**src/include/spiMaster_cfg.svh**
```systemverilog
`ifndef SPIMASTER_CFG_SVH
`define SPIMASTER_CFG_SVH

// ---------------------------------------------------------------------------
// Address map
// ---------------------------------------------------------------------------
// Address bits 15:8 that select the SPI block
`define SPI_BLOCK_BASE 8'h03

// Register offsets in address bits 7:0
`define SPI_REG_CTRL 8'h00
`define SPI_REG_DIV  8'h04
`define SPI_REG_TXD  8'h08
`define SPI_REG_CS   8'h0C
`define SPI_REG_RXD  8'h80

// ---------------------------------------------------------------------------
// Datapath sizes
// ---------------------------------------------------------------------------
// Clock divider register width
`define SPI_DIV_WIDTH 16
// One transfer, one byte
`define SPI_BITS 8

`endif

```
**src/source/spiPkg.sv**
```systemverilog
`include "spiMaster_cfg.svh"

package spiPkg;

	// ---------------------------------------------------------------------------
	// Wishbone classic
	// ---------------------------------------------------------------------------
	// Master to slave
	typedef struct packed {
		logic        cyc;
		logic        stb;
		logic        we;
		logic [15:0] adr;
		logic [31:0] dat;
	} wbReqT;

	// Slave to master
	typedef struct packed {
		logic        ack;
		logic [31:0] dat;
	} wbRspT;

	// ---------------------------------------------------------------------------
	// SPI side
	// ---------------------------------------------------------------------------
	// Software settings, fanned out from the register block
	typedef struct packed {
		logic                      start;
		logic [`SPI_DIV_WIDTH-1:0] div;
		logic [`SPI_BITS-1:0]      txByte;
		logic                      cs;
	} spiCfgT;

	// Output pins
	typedef struct packed {
		logic sclk;
		logic mosi;
		logic csN;
	} spiPinsT;

	// Transfer sequencer
	typedef enum logic [1:0] {
		IDLE,
		SHIFT,
		DONE
	} seqStateT;

endpackage

```
**src/source/spiCsr.sv**
```systemverilog
`timescale 1ns/1ps
`include "spiMaster_cfg.svh"

module spiCsr
(
	input  logic                 iSysClk,
	input  logic                 arstN,
	input  spiPkg::wbReqT        wbReq,
	output spiPkg::wbRspT        wbRsp,
	input  logic                 busy,
	input  logic [`SPI_BITS-1:0] rxData,
	output spiPkg::spiCfgT       cfg
);

	// ---------------------------------------------------------------------------
	// Bus decode
	// ---------------------------------------------------------------------------
	logic       blockHit;
	logic       accept;
	logic       wrEn;
	logic       rdEn;
	logic [7:0] offset;

	// Acknowledge and read data registers
	logic        ackQ;
	logic [31:0] rdQ;

	// Register file
	logic                      enable;
	logic [`SPI_DIV_WIDTH-1:0] divReg;
	logic [`SPI_BITS-1:0]      txReg;
	logic                      csReg;
	logic                      startQ;

	assign offset = wbReq.adr[7:0];
	// Upper address byte picks the block
	assign blockHit = (wbReq.adr[15:8] == `SPI_BLOCK_BASE);
	// No new accept in the ack cycle, stb is still high there
	assign accept = wbReq.cyc & wbReq.stb & blockHit & ~ackQ;
	assign wrEn = accept & wbReq.we;
	assign rdEn = accept & ~wbReq.we;

	// ---------------------------------------------------------------------------
	// Write side
	// ---------------------------------------------------------------------------
	always_ff @(posedge iSysClk or negedge arstN)
	begin
		if (!arstN)
		begin
			ackQ   <= 1'b0;
			enable <= 1'b0;
			divReg <= '1;
			txReg  <= '0;
			csReg  <= 1'b1;
			startQ <= 1'b0;
		end
		else
		begin
			// One-cycle ack after the sampled request
			ackQ <= accept;
			// Start is a single pulse in the ack cycle
			startQ <= 1'b0;
			if (wrEn)
			begin
				case (offset)
					`SPI_REG_CTRL:
					begin
						enable <= wbReq.dat[0];
						// Dropped while a transfer runs
						startQ <= wbReq.dat[0] & ~busy;
					end
					`SPI_REG_DIV:  divReg <= wbReq.dat[`SPI_DIV_WIDTH-1:0];
					`SPI_REG_TXD:  txReg <= wbReq.dat[`SPI_BITS-1:0];
					`SPI_REG_CS:   csReg <= wbReq.dat[0];
					default:       ;
				endcase
			end
		end
	end

	// ---------------------------------------------------------------------------
	// Read side
	// ---------------------------------------------------------------------------
	always_ff @(posedge iSysClk or negedge arstN)
	begin
		if (!arstN)
			rdQ <= '0;
		else if (rdEn)
		begin
			case (offset)
				// Bit 1 reports a running transfer
				`SPI_REG_CTRL: rdQ <= {30'd0, busy, enable};
				`SPI_REG_DIV:  rdQ <= {{(32 - `SPI_DIV_WIDTH){1'b0}}, divReg};
				`SPI_REG_TXD:  rdQ <= {{(32 - `SPI_BITS){1'b0}}, txReg};
				`SPI_REG_CS:   rdQ <= {31'd0, csReg};
				`SPI_REG_RXD:  rdQ <= {{(32 - `SPI_BITS){1'b0}}, rxData};
				// Hole in the map
				default:       rdQ <= '0;
			endcase
		end
		else
			rdQ <= '0;
	end

	assign wbRsp.ack = ackQ;
	assign wbRsp.dat = rdQ;

	// Settings out to the datapath
	assign cfg.start  = startQ;
	assign cfg.div    = divReg;
	assign cfg.txByte = txReg;
	assign cfg.cs     = csReg;

	// Master drops stb after ack, so acks stay isolated
	ackSingle: assert property (@(posedge iSysClk) disable iff (!arstN)
		wbRsp.ack |=> !wbRsp.ack);

endmodule

```
**src/source/spiClkTimer.sv**
```systemverilog
`timescale 1ns/1ps
`include "spiMaster_cfg.svh"

module spiClkTimer
(
	input  logic                      iSysClk,
	input  logic                      arstN,
	input  logic                      run,
	input  logic [`SPI_DIV_WIDTH-1:0] div,
	output logic                      tick
);

	// Half-period down-counter
	logic [`SPI_DIV_WIDTH-1:0] cnt;

	always_ff @(posedge iSysClk or negedge arstN)
	begin
		if (!arstN)
			cnt <= '1;
		// Parked at the divider while idle
		else if (!run)
			cnt <= div;
		// div+1 clocks per half period
		else if (cnt == '0)
			cnt <= div;
		else
			cnt <= cnt - 1'b1;
	end

	// Tick on the last clock of each half period
	assign tick = run & (cnt == '0);

	// A stopped timer stays quiet, so no stray sclk edges
	tickOnlyRun: assert property (@(posedge iSysClk) disable iff (!arstN)
		!run |-> !tick);

endmodule

```
**src/source/spiSequencer.sv**
```systemverilog
`timescale 1ns/1ps
`include "spiMaster_cfg.svh"

module spiSequencer
(
	input  logic iSysClk,
	input  logic arstN,
	input  logic start,
	input  logic tick,
	output logic run,
	output logic load,
	output logic sclk,
	output logic sampleEn,
	output logic shiftEn,
	output logic busy
);

	// Enough room for 2*SPI_BITS edges
	localparam int EdgeW = $clog2(2 * `SPI_BITS + 1);

	spiPkg::seqStateT state;
	logic [EdgeW-1:0] edgeCnt;
	logic             lastEdge;
	logic             sclkQ;

	// Final falling edge of the byte
	assign lastEdge = (edgeCnt == EdgeW'(2 * `SPI_BITS - 1));

	// ---------------------------------------------------------------------------
	// State and edge counter
	// ---------------------------------------------------------------------------
	always_ff @(posedge iSysClk or negedge arstN)
	begin
		if (!arstN)
		begin
			state   <= spiPkg::IDLE;
			edgeCnt <= '0;
			sclkQ   <= 1'b0;
		end
		else
		begin
			case (state)
				spiPkg::IDLE:
				begin
					if (start)
					begin
						state   <= spiPkg::SHIFT;
						edgeCnt <= '0;
						sclkQ   <= 1'b0;
					end
				end
				spiPkg::SHIFT:
				begin
					if (tick)
					begin
						// Every tick is one sclk edge
						sclkQ   <= ~sclkQ;
						edgeCnt <= edgeCnt + 1'b1;
						if (lastEdge)
							state <= spiPkg::DONE;
					end
				end
				// One idle cycle, receive byte lands here
				spiPkg::DONE:
					state <= spiPkg::IDLE;
				default:
					state <= spiPkg::IDLE;
			endcase
		end
	end

	// ---------------------------------------------------------------------------
	// Controls
	// ---------------------------------------------------------------------------
	assign run  = (state == spiPkg::SHIFT);
	assign busy = run;
	// Shifter takes the byte on the edge busy rises
	assign load = start & (state == spiPkg::IDLE);
	assign sclk = sclkQ;
	// Rising sclk samples, falling sclk shifts
	assign sampleEn = tick & run & ~sclkQ;
	assign shiftEn  = tick & run & sclkQ;

	// Only a start pulse leaves IDLE
	idleHold: assert property (@(posedge iSysClk) disable iff (!arstN)
		(state == spiPkg::IDLE) && !start |=> (state == spiPkg::IDLE));

endmodule

```
**src/source/spiShifter.sv**
```systemverilog
`timescale 1ns/1ps
`include "spiMaster_cfg.svh"

module spiShifter
(
	input  logic                 iSysClk,
	input  logic                 arstN,
	input  logic                 load,
	input  logic [`SPI_BITS-1:0] txData,
	input  logic                 sampleEn,
	input  logic                 shiftEn,
	input  logic                 done,
	input  logic                 miso,
	output logic                 mosi,
	output logic [`SPI_BITS-1:0] rxData
);

	// One register for both directions
	logic [`SPI_BITS-1:0] shiftReg;
	logic                 misoBit;
	logic                 doneQ;
	logic                 doneFall;

	// Busy from the sequencer, end of transfer on its fall
	assign doneFall = doneQ & ~done;

	always_ff @(posedge iSysClk or negedge arstN)
	begin
		if (!arstN)
		begin
			shiftReg <= '0;
			misoBit  <= 1'b0;
			doneQ    <= 1'b0;
			rxData   <= '0;
		end
		else
		begin
			doneQ <= done;
			if (load)
				shiftReg <= txData;
			// Received bit enters at the bottom on the falling edge
			else if (shiftEn)
				shiftReg <= {shiftReg[`SPI_BITS-2:0], misoBit};
			// Capture on rising sclk
			if (sampleEn)
				misoBit <= miso;
			// All bits in after the last shift
			if (doneFall)
				rxData <= shiftReg;
		end
	end

	// MSB first
	assign mosi = shiftReg[`SPI_BITS-1];

endmodule

```
**src/source/spiMasterTop.sv**
```systemverilog
`timescale 1ns/1ps
`include "spiMaster_cfg.svh"

module spiMasterTop
(
	input  logic           iSysClk,
	input  logic           arstN,
	input  spiPkg::wbReqT  wbReq,
	output spiPkg::wbRspT  wbRsp,
	input  logic           miso,
	output spiPkg::spiPinsT spiPins
);

	// ---------------------------------------------------------------------------
	// Internal nets
	// ---------------------------------------------------------------------------
	spiPkg::spiCfgT       cfg;
	logic                 busy;
	logic [`SPI_BITS-1:0] rxData;
	logic                 run;
	logic                 tick;
	logic                 load;
	logic                 sclk;
	logic                 sampleEn;
	logic                 shiftEn;
	logic                 mosi;

	// Processor registers
	spiCsr uCsr
	(
		.iSysClk (iSysClk),
		.arstN   (arstN),
		.wbReq   (wbReq),
		.wbRsp   (wbRsp),
		.busy    (busy),
		.rxData  (rxData),
		.cfg     (cfg)
	);

	// Half-period tick
	spiClkTimer uClkTimer
	(
		.iSysClk (iSysClk),
		.arstN   (arstN),
		.run     (run),
		.div     (cfg.div),
		.tick    (tick)
	);

	// Edge sequencing
	spiSequencer uSequencer
	(
		.iSysClk  (iSysClk),
		.arstN    (arstN),
		.start    (cfg.start),
		.tick     (tick),
		.run      (run),
		.load     (load),
		.sclk     (sclk),
		.sampleEn (sampleEn),
		.shiftEn  (shiftEn),
		.busy     (busy)
	);

	// Data shifting, done follows busy
	spiShifter uShifter
	(
		.iSysClk  (iSysClk),
		.arstN    (arstN),
		.load     (load),
		.txData   (cfg.txByte),
		.sampleEn (sampleEn),
		.shiftEn  (shiftEn),
		.done     (busy),
		.miso     (miso),
		.mosi     (mosi),
		.rxData   (rxData)
	);

	// Chip select is the software register bit
	assign spiPins.sclk = sclk;
	assign spiPins.mosi = mosi;
	assign spiPins.csN  = cfg.cs;

endmodule

```
**config.mk**
```make
export PLATFORM = sky130hd
export DESIGN_NAME = spiMasterTop
export DESIGN_NICKNAME = d
export VERILOG_FILES = /design/src/source/spiPkg.sv /design/src/source/spiCsr.sv /design/src/source/spiClkTimer.sv /design/src/source/spiSequencer.sv /design/src/source/spiShifter.sv /design/src/source/spiMasterTop.sv
export VERILOG_INCLUDE_DIRS = /design/src /design/src/include
export SDC_FILE = /design/constraint.sdc
export NUM_CORES = 1
export LEC_CHECK = 0
export ABC_AREA = 1
export BUFFER_PORTS_ARGS = -buffer_cell sky130_fd_sc_hd__buf_4
export CORE_ASPECT_RATIO = 0.7
export CORE_UTILIZATION = 50
export CTS_CLUSTER_SIZE = 8
export DETAILED_ROUTE_END_ITERATION = 6
export HOLD_SLACK_MARGIN = 0.05
export PLACE_DENSITY = 0.72
export SYNTH_ARGS = -nofsm -noshare
export SYNTH_HDL_FRONTEND = slang
export SYNTH_SLANG_ARGS = --single-unit
```
**constraint.sdc**
```tcl
create_clock -name iSysClk -period 1.3 [get_ports iSysClk]
set_input_delay 0.195 -clock iSysClk [delete_from_list [all_inputs] [get_ports iSysClk]]
set_output_delay 0.195 -clock iSysClk [all_outputs]
set_load 0.02 [all_outputs]
```
**Word-level counts from Yosys, hierarchy flattened**

Cells that the tools add are included.

- Register bits: 86
- Input bits: 54
- Output and inout bits: 36
- Logic and storage cells: 72

- Add/subtract/negate cells: 2
- Eq/ne operators: 10
- Muxes and demuxes: 18
- Bitwise logic cells: 16
- Reduce and logical (&&, ||, !) cells: 11

Operator list:

| kind | count |
|---|---|
| one-hot mux 16 bit (5 select lines) | 1 |
| two-way mux 16 bit | 3 |
| == test 8 x 4 -> 1 bit, second input constant | 2 |
| logical NOT 16 bit | 1 |
| two-way mux 8 bit | 2 |
| subtractor 16 x 1 -> 16 bit, second input constant | 1 |
| AND 1 bit | 12 |
| two-way mux 5 bit | 2 |
| one-hot mux 5 bit (2 select lines) | 1 |
| == test 8 x 2 -> 1 bit, second input constant | 1 |
| == test 8 x 3 -> 1 bit, second input constant | 1 |
| == test 8 bit, second input constant | 1 |
| logical NOT 8 bit | 1 |
| AND reduction 2 bit | 4 |
| two-way mux 2 bit | 3 |
| AND reduction 3 bit | 2 |
| adder 5 x 1 -> 5 bit, second input constant | 1 |
| == test 5 x 4 -> 1 bit, second input constant | 1 |
| two-way mux 1 bit | 4 |
| != test 2 x 1 -> 1 bit, second input constant | 2 |
| inverter 1 bit | 4 |
| one-hot mux 2 bit (2 select lines) | 1 |
| nonzero test 2 bit | 2 |
| == test 2 x 1 -> 1 bit, second input constant | 1 |
| other kinds (3) | 3 |

**Longest topological paths before layout**

- Depth after elaboration: 6
- Gate-level depth with buffers: 10
- Mapped depth without buffers: 10

**Cells and area by module**

From an unflattened synthesis, not the netlist that was laid out.

- Cells, all modules: 597
- Area total of the unflattened synthesis: 4655.7 µm²

By module, submodules not included:

| module | instances | cells each | area an instance (µm²) |
|---|---|---|---|
| spiCsr | 1 | 276 | 2263.4 |
| spiClkTimer | 1 | 183 | 1201.2 |
| spiShifter | 1 | 85 | 760.7 |
| spiSequencer | 1 | 51 | 415.4 |
| spiMasterTop | 1 | 2 | 15.0 |

**Worst setup path after synthesis**

OpenSTA, ideal clock, no wires.

- Kind: flip-flop to flip-flop
- Start point: register uClkTimer.cnt[0]
- End point: register uShifter.shiftReg[6]
- Library setup time: 120 ps
- Arrival time: 1269 ps
- Required time: 1180 ps
- Setup slack: -89 ps
- Stages on the path, launching flop included: 10
- Path buffers: 1
- Clock period less this slack: 1389 ps
- Path through: dfstp_2 > inv_1 > ha_1 > nand2_1 > nor2_1 > nand2_1 > nand2_4 > buf_6 > nand4_1 > nand2_1

- Longest elaborated chain between the ends: 5

Ends and longest elaborated chain:

| what | line | text |
|---|---|---|
| start, declared | spiClkTimer.sv:14 | `` logic [`SPI_DIV_WIDTH-1:0] cnt; `` |
| start signal, assigned | spiClkTimer.sv:22 | `cnt <= div;` |
| start signal, assigned | spiClkTimer.sv:25 | `cnt <= div;` |
| start signal, assigned | spiClkTimer.sv:27 | `cnt <= cnt - 1'b1;` |
| logical NOT 16 bit | spiClkTimer.sv:31 | `assign tick = run & (cnt == '0);` |
| AND 1 bit | spiClkTimer.sv:31 |  |
| AND 1 bit (2 in series) | spiSequencer.sv:82 | `assign shiftEn = tick & run & sclkQ;` |
| nonzero test 2 bit (no source line) | n/a |  |
| end signal, assigned | spiShifter.sv:40 | `shiftReg <= txData;` |
| end signal, assigned | spiShifter.sv:43 | `` shiftReg <= {shiftReg[`SPI_BITS-2:0], misoBit}; `` |
| end, declared | spiShifter.sv:19 | `` logic [`SPI_BITS-1:0] shiftReg; `` |

No other way between the ends.
A chain may end at the register's enable or synchronous reset.

**Final worst setup path**

- Start point: register uClkTimer.cnt[0]
- End point: register uClkTimer.cnt[7]

- Longest elaborated chain between the ends: 3
- Elaborated cells between the ends (all ways): 4
- Those cells by class: add/sub (1); mux (2); reduce/logical (1)

Ends and longest elaborated chain:

| what | line | text |
|---|---|---|
| subtractor 16 x 1 -> 16 bit / logical NOT 16 bit (equally long branches) | spiClkTimer.sv:27, spiClkTimer.sv:24 |  |
| two-way mux 16 bit (*) | spiClkTimer.sv:24 | `else if (cnt == '0)` |
| two-way mux 16 bit (*) | spiClkTimer.sv:21 | `else if (!run)` |

Mark *: on every way between the ends. The rest lies on a longest branch, timed or not.

==> results.py <==
metrics = {
    "power_and_ir_drop": {
        "seqPwrFrac": 0.476,
        "p_int_mw": 4.353,
        "vdd_drop_max_mv": 0.6371,
        "p_per_area_nw_per_um2": 878.5,
        "leakagePower_nw": 3.286,
        "combPwrFrac": 0.052,
        "swShare": 0.2269,
        "power_frac_clock": 0.471,
        "power.net_switching_mw": 1.277,
        "power_mw": 5.630,
    },
    "timing": {
        "worst_slew_pin_slew_ns": 0.5075,
        "layout_setup_ws_ns": -0.1862,
        "maxSlewHeadroom": 0.6608,
        "hold_ws_ns": 0.06380,
        "finalClockSkew_ns": 0.008811,
        "period_minus_slack_ns": 1.486,
        "grt_setup_unrepaired": "true",
        "setup_viol": 62,
        "slew_viol_final": 0,
        "period_share": 1.143,
        "fmax_ghz": 0.6729,
        "hold_violations": 0,
    },
    "drt": {
        "first_iter_violations": 399,
        "wl_per_cell_um": 15.26,
        "via_count": 4420,
        "vias_per_cell": 5.281,
        "ant_nets": 0,
        "wl_mm": 12.78,
        "drt-pass1-iter-count": 5,
        "drcViolationCount": 0,
    },
    "clock_tree": {
        "clk-insertion-delay-late_ns": 0.34,
        "cts_root_buf": "clkbuf_16",
        "clockBufferDepth": 2,
        "cts_tree": "built",
        "clk_pin_slew_worst_paths_ns": 0.07,
        "cts_max_level": 3,
        "clock-sinks": 86,
        "numCtsBuffers": 9,
    },
    "cells_and_area": {
        "layout_commonest_cell": "nand2_1",
        "areaGrowthSynthToFinish_pct": 39.22,
        "register_area_um2": 2195,
        "nFillCells": 650,
        "nNetsFinal": 770,
        "multi_input_area_um2": 2410,
        "drive_gt1_frac": 0.4212,
        "n_antenna_cell": 0,
        "mostFrequentLayoutCells": "nand2_1, buf_4, nor2_1, dfrtp_1, nand3_1",
        "stdcell_count": 837,
    },
    "grt": {
        "antenna_found_initial": 0,
        "grt_max_degree": 31,
        "grt_first_pass_wirelength_mm": 19.39,
        "grt_overflow_total": 0,
        "grt_pass1_vias": 4141,
        "grt_util_all_layers": 0.2706,
    },
    "synth": {
        "async_reset_ff_frac": 1.000,
        "synth_area_per_cell_um2": 7.802,
        "synth_edf_count": 0,
        "ys_dominant_reg_cell": "dfrtp_1",
        "synth-xor-area-share": 0.01142,
        "synth_warnings": 0,
        "muxShareOfSynthArea": 0.007339,
        "synth-simple-area-share": 0.3648,
        "ys_seq_elements": 86,
        "synthAdderAreaFrac": 0.01087,
        "synth_compound_area_frac": 0.02175,
        "syn_area_um2": 4603,
        "synth_top_family_by_area": "simple AND/OR/NAND/NOR gates",
        "netlist_instances": 590,
        "ys_types": 31,
        "yosysSeqAreaShare": 0.4765,
    },
    "die": {
        "initial_core_util": 0.5298,
        "die_area_um2": 9600,
        "core_um2": 8688,
        "die_x_um": 116.7,
        "die_y_um": 82.28,
        "row_count": 28,
        "io_pins": 90,
    },
    "setup_path": {
        "critPathLaunchType": "register",
        "crit-reg2reg-launch": "uClkTimer.cnt[0]$_DFF_PN1_",
        "arrival_ns": 1.76,
        "criticalPathCategory": "reg -> reg",
        "crit_path_end_kind": "register",
        "crit_required_ns": 1.57,
        "r2r_cells": 9,
        "r2r-end": "uClkTimer.cnt[7]$_DFF_PN1_",
        "path_max_fanout": 11,
        "worst-r2r-setup-slack_ns": -0.19,
    },
    "placed_design": {
        "globalplace.congestion": 0.8801,
        "dp.cells": 808,
        "io_buffers": 57,
        "hpwlAfterDp_mm": 8.621,
    },
    "outcome": {
        "failed_checks": "negative setup slack",
        "status": "finished with violations",
    },
    "flow_run": {
        "drv_cap": 0,
    },
    "hold_path": {
        "min_from": "wbReq[14]",
        "holdPathEnd": "uCsr.divReg[14]$_DFFE_PN1P_",
        "hp-class": "in -> reg",
        "hold_depth": 3,
    },
}
## cell type report
cell class	count	share of cell area
Timing Repair Buffer	131	0.1779
Inverter	53	0.03221
Clock buffer	10	0.03729
Multi-Input combinational cell	431	0.3760
Clock inverter	6	0.01074
Sequential cell	86	0.3424
Tap cell	120	0.02343
## how the worst max path moves through the flow
stage / from / end / slack (ns)
after detailed placement: uClkTimer.cnt[0]$_DFF_PN1_ / uClkTimer.cnt[12]$_DFF_PN1_ / -0.17
final: uClkTimer.cnt[0]$_DFF_PN1_ / uClkTimer.cnt[7]$_DFF_PN1_ / -0.19
after CTS: uClkTimer.cnt[0]$_DFF_PN1_ / uShifter.shiftReg[5]$_DFFE_PN0P_ / -0.15
after global routing: uClkTimer.cnt[0]$_DFF_PN1_ / uShifter.shiftReg[0]$_DFFE_PN0P_ / -0.23
after global placement: uClkTimer.cnt[9]$_DFF_PN1_ / uShifter.shiftReg[0]$_DFFE_PN0P_ / -0.13
after floorplan: uClkTimer.cnt[1]$_DFF_PN1_ / uShifter.shiftReg[6]$_DFFE_PN0P_ / -0.02
## routing by layer
layer	track usage	share of wire
met1	0.3580	0.42
met2	0.4420	0.49
met3	0.06569	0.077
met4	0.08481	0.015
met5	0	0
## cells in the mapped netlist, types with 4 or more instances
library cell  count  area share
a21oi_1           6      0.0065
buf_2             5      0.0054
o21ai_0           9      0.0098
nor2_2            8       0.011
and3_1            7      0.0095
dfstp_2          33        0.19
nor2_1           73       0.060
nand2_1         197        0.16
ha_1              4       0.011
nor2_4            5       0.012
buf_6             9       0.022
nand2_2           6      0.0082
dfrtp_1          53        0.29
nand3_1          64       0.070
inv_1            50       0.041
buf_4            22       0.036
nand4_1          13       0.018
## logic make-up (layout without fill, tap and decap cells)
group / Yosys count / in the layout
AOI/OAI and AO/OA: 18 / 18
xor gates and xnor gates: 6 / 6
adders and majority gates: 4 / 4
buffers and inverters: 89 / 200
DFF: 86 / 86
muxes: 3 / 3
other: 1 / 16
and+or+nand+nor: 383 / 384
## per-stage QoR
stage / area [um2] / utilization / TNS (ns) / worst slack (ns)
after floorplan: 4672 / - / -0.2083 / -0.01700
after global placement: 5499 / 0.6329 / -4.991 / -0.1298
after detailed placement: 5499 / 0.6329 / -7.520 / -0.1739
after CTS: 5963 / 0.6863 / -3.535 / -0.1475
after global routing: 6409 / 0.7376 / -10.47 / -0.2282
final: 6409 / 0.7376 / -5.043 / -0.1862
## power groups by stage
stage	Sequential (mW)	Combinational [mW]	Clock (mW)
after CTS	2.68	0.288	2.69
after detailed placement	2.73	0.282	0
after global routing	2.68	0.325	2.82
after floorplan	2.73	0.122	0
final	2.68	0.294	2.65
after global placement	2.73	0.274	0
## critical path, cell delays in order (launching register included)
cell     delay, ns
dfstp_2       0.55
inv_4         0.05
ha_4          0.16
nand2_4       0.07
nor2_4        0.04
nand2_4       0.09
nand2_8       0.10
buf_12        0.17
nor2_1        0.12
nor2_1        0.06
## state kept, by name, indices dropped and copies added, names as in the netlist, 2 cells and up
signal and flops:
uClkTimer.cnt 16, uCsr.divReg 16, uCsr.rdQ 16, uCsr.txReg 8, uSequencer.edgeCnt 5, uSequencer.state 2
uShifter.rxData 8, uShifter.shiftReg 8
## repair_timing
| item | CTS | global route |
|---|---|---|
| gates resized for setup | 32 | 95 |
| pin swaps | 3 | 23 |
| buffers inserted | 4 | 3 |
| hold buffers | 1 | 0 |
| setup endpoints to repair | 60 | 80 |
| endpoints found under the hold margin | 19 | 0 |
| gates cloned | 2 | 3 |
(Power assumes the default switching activity.)
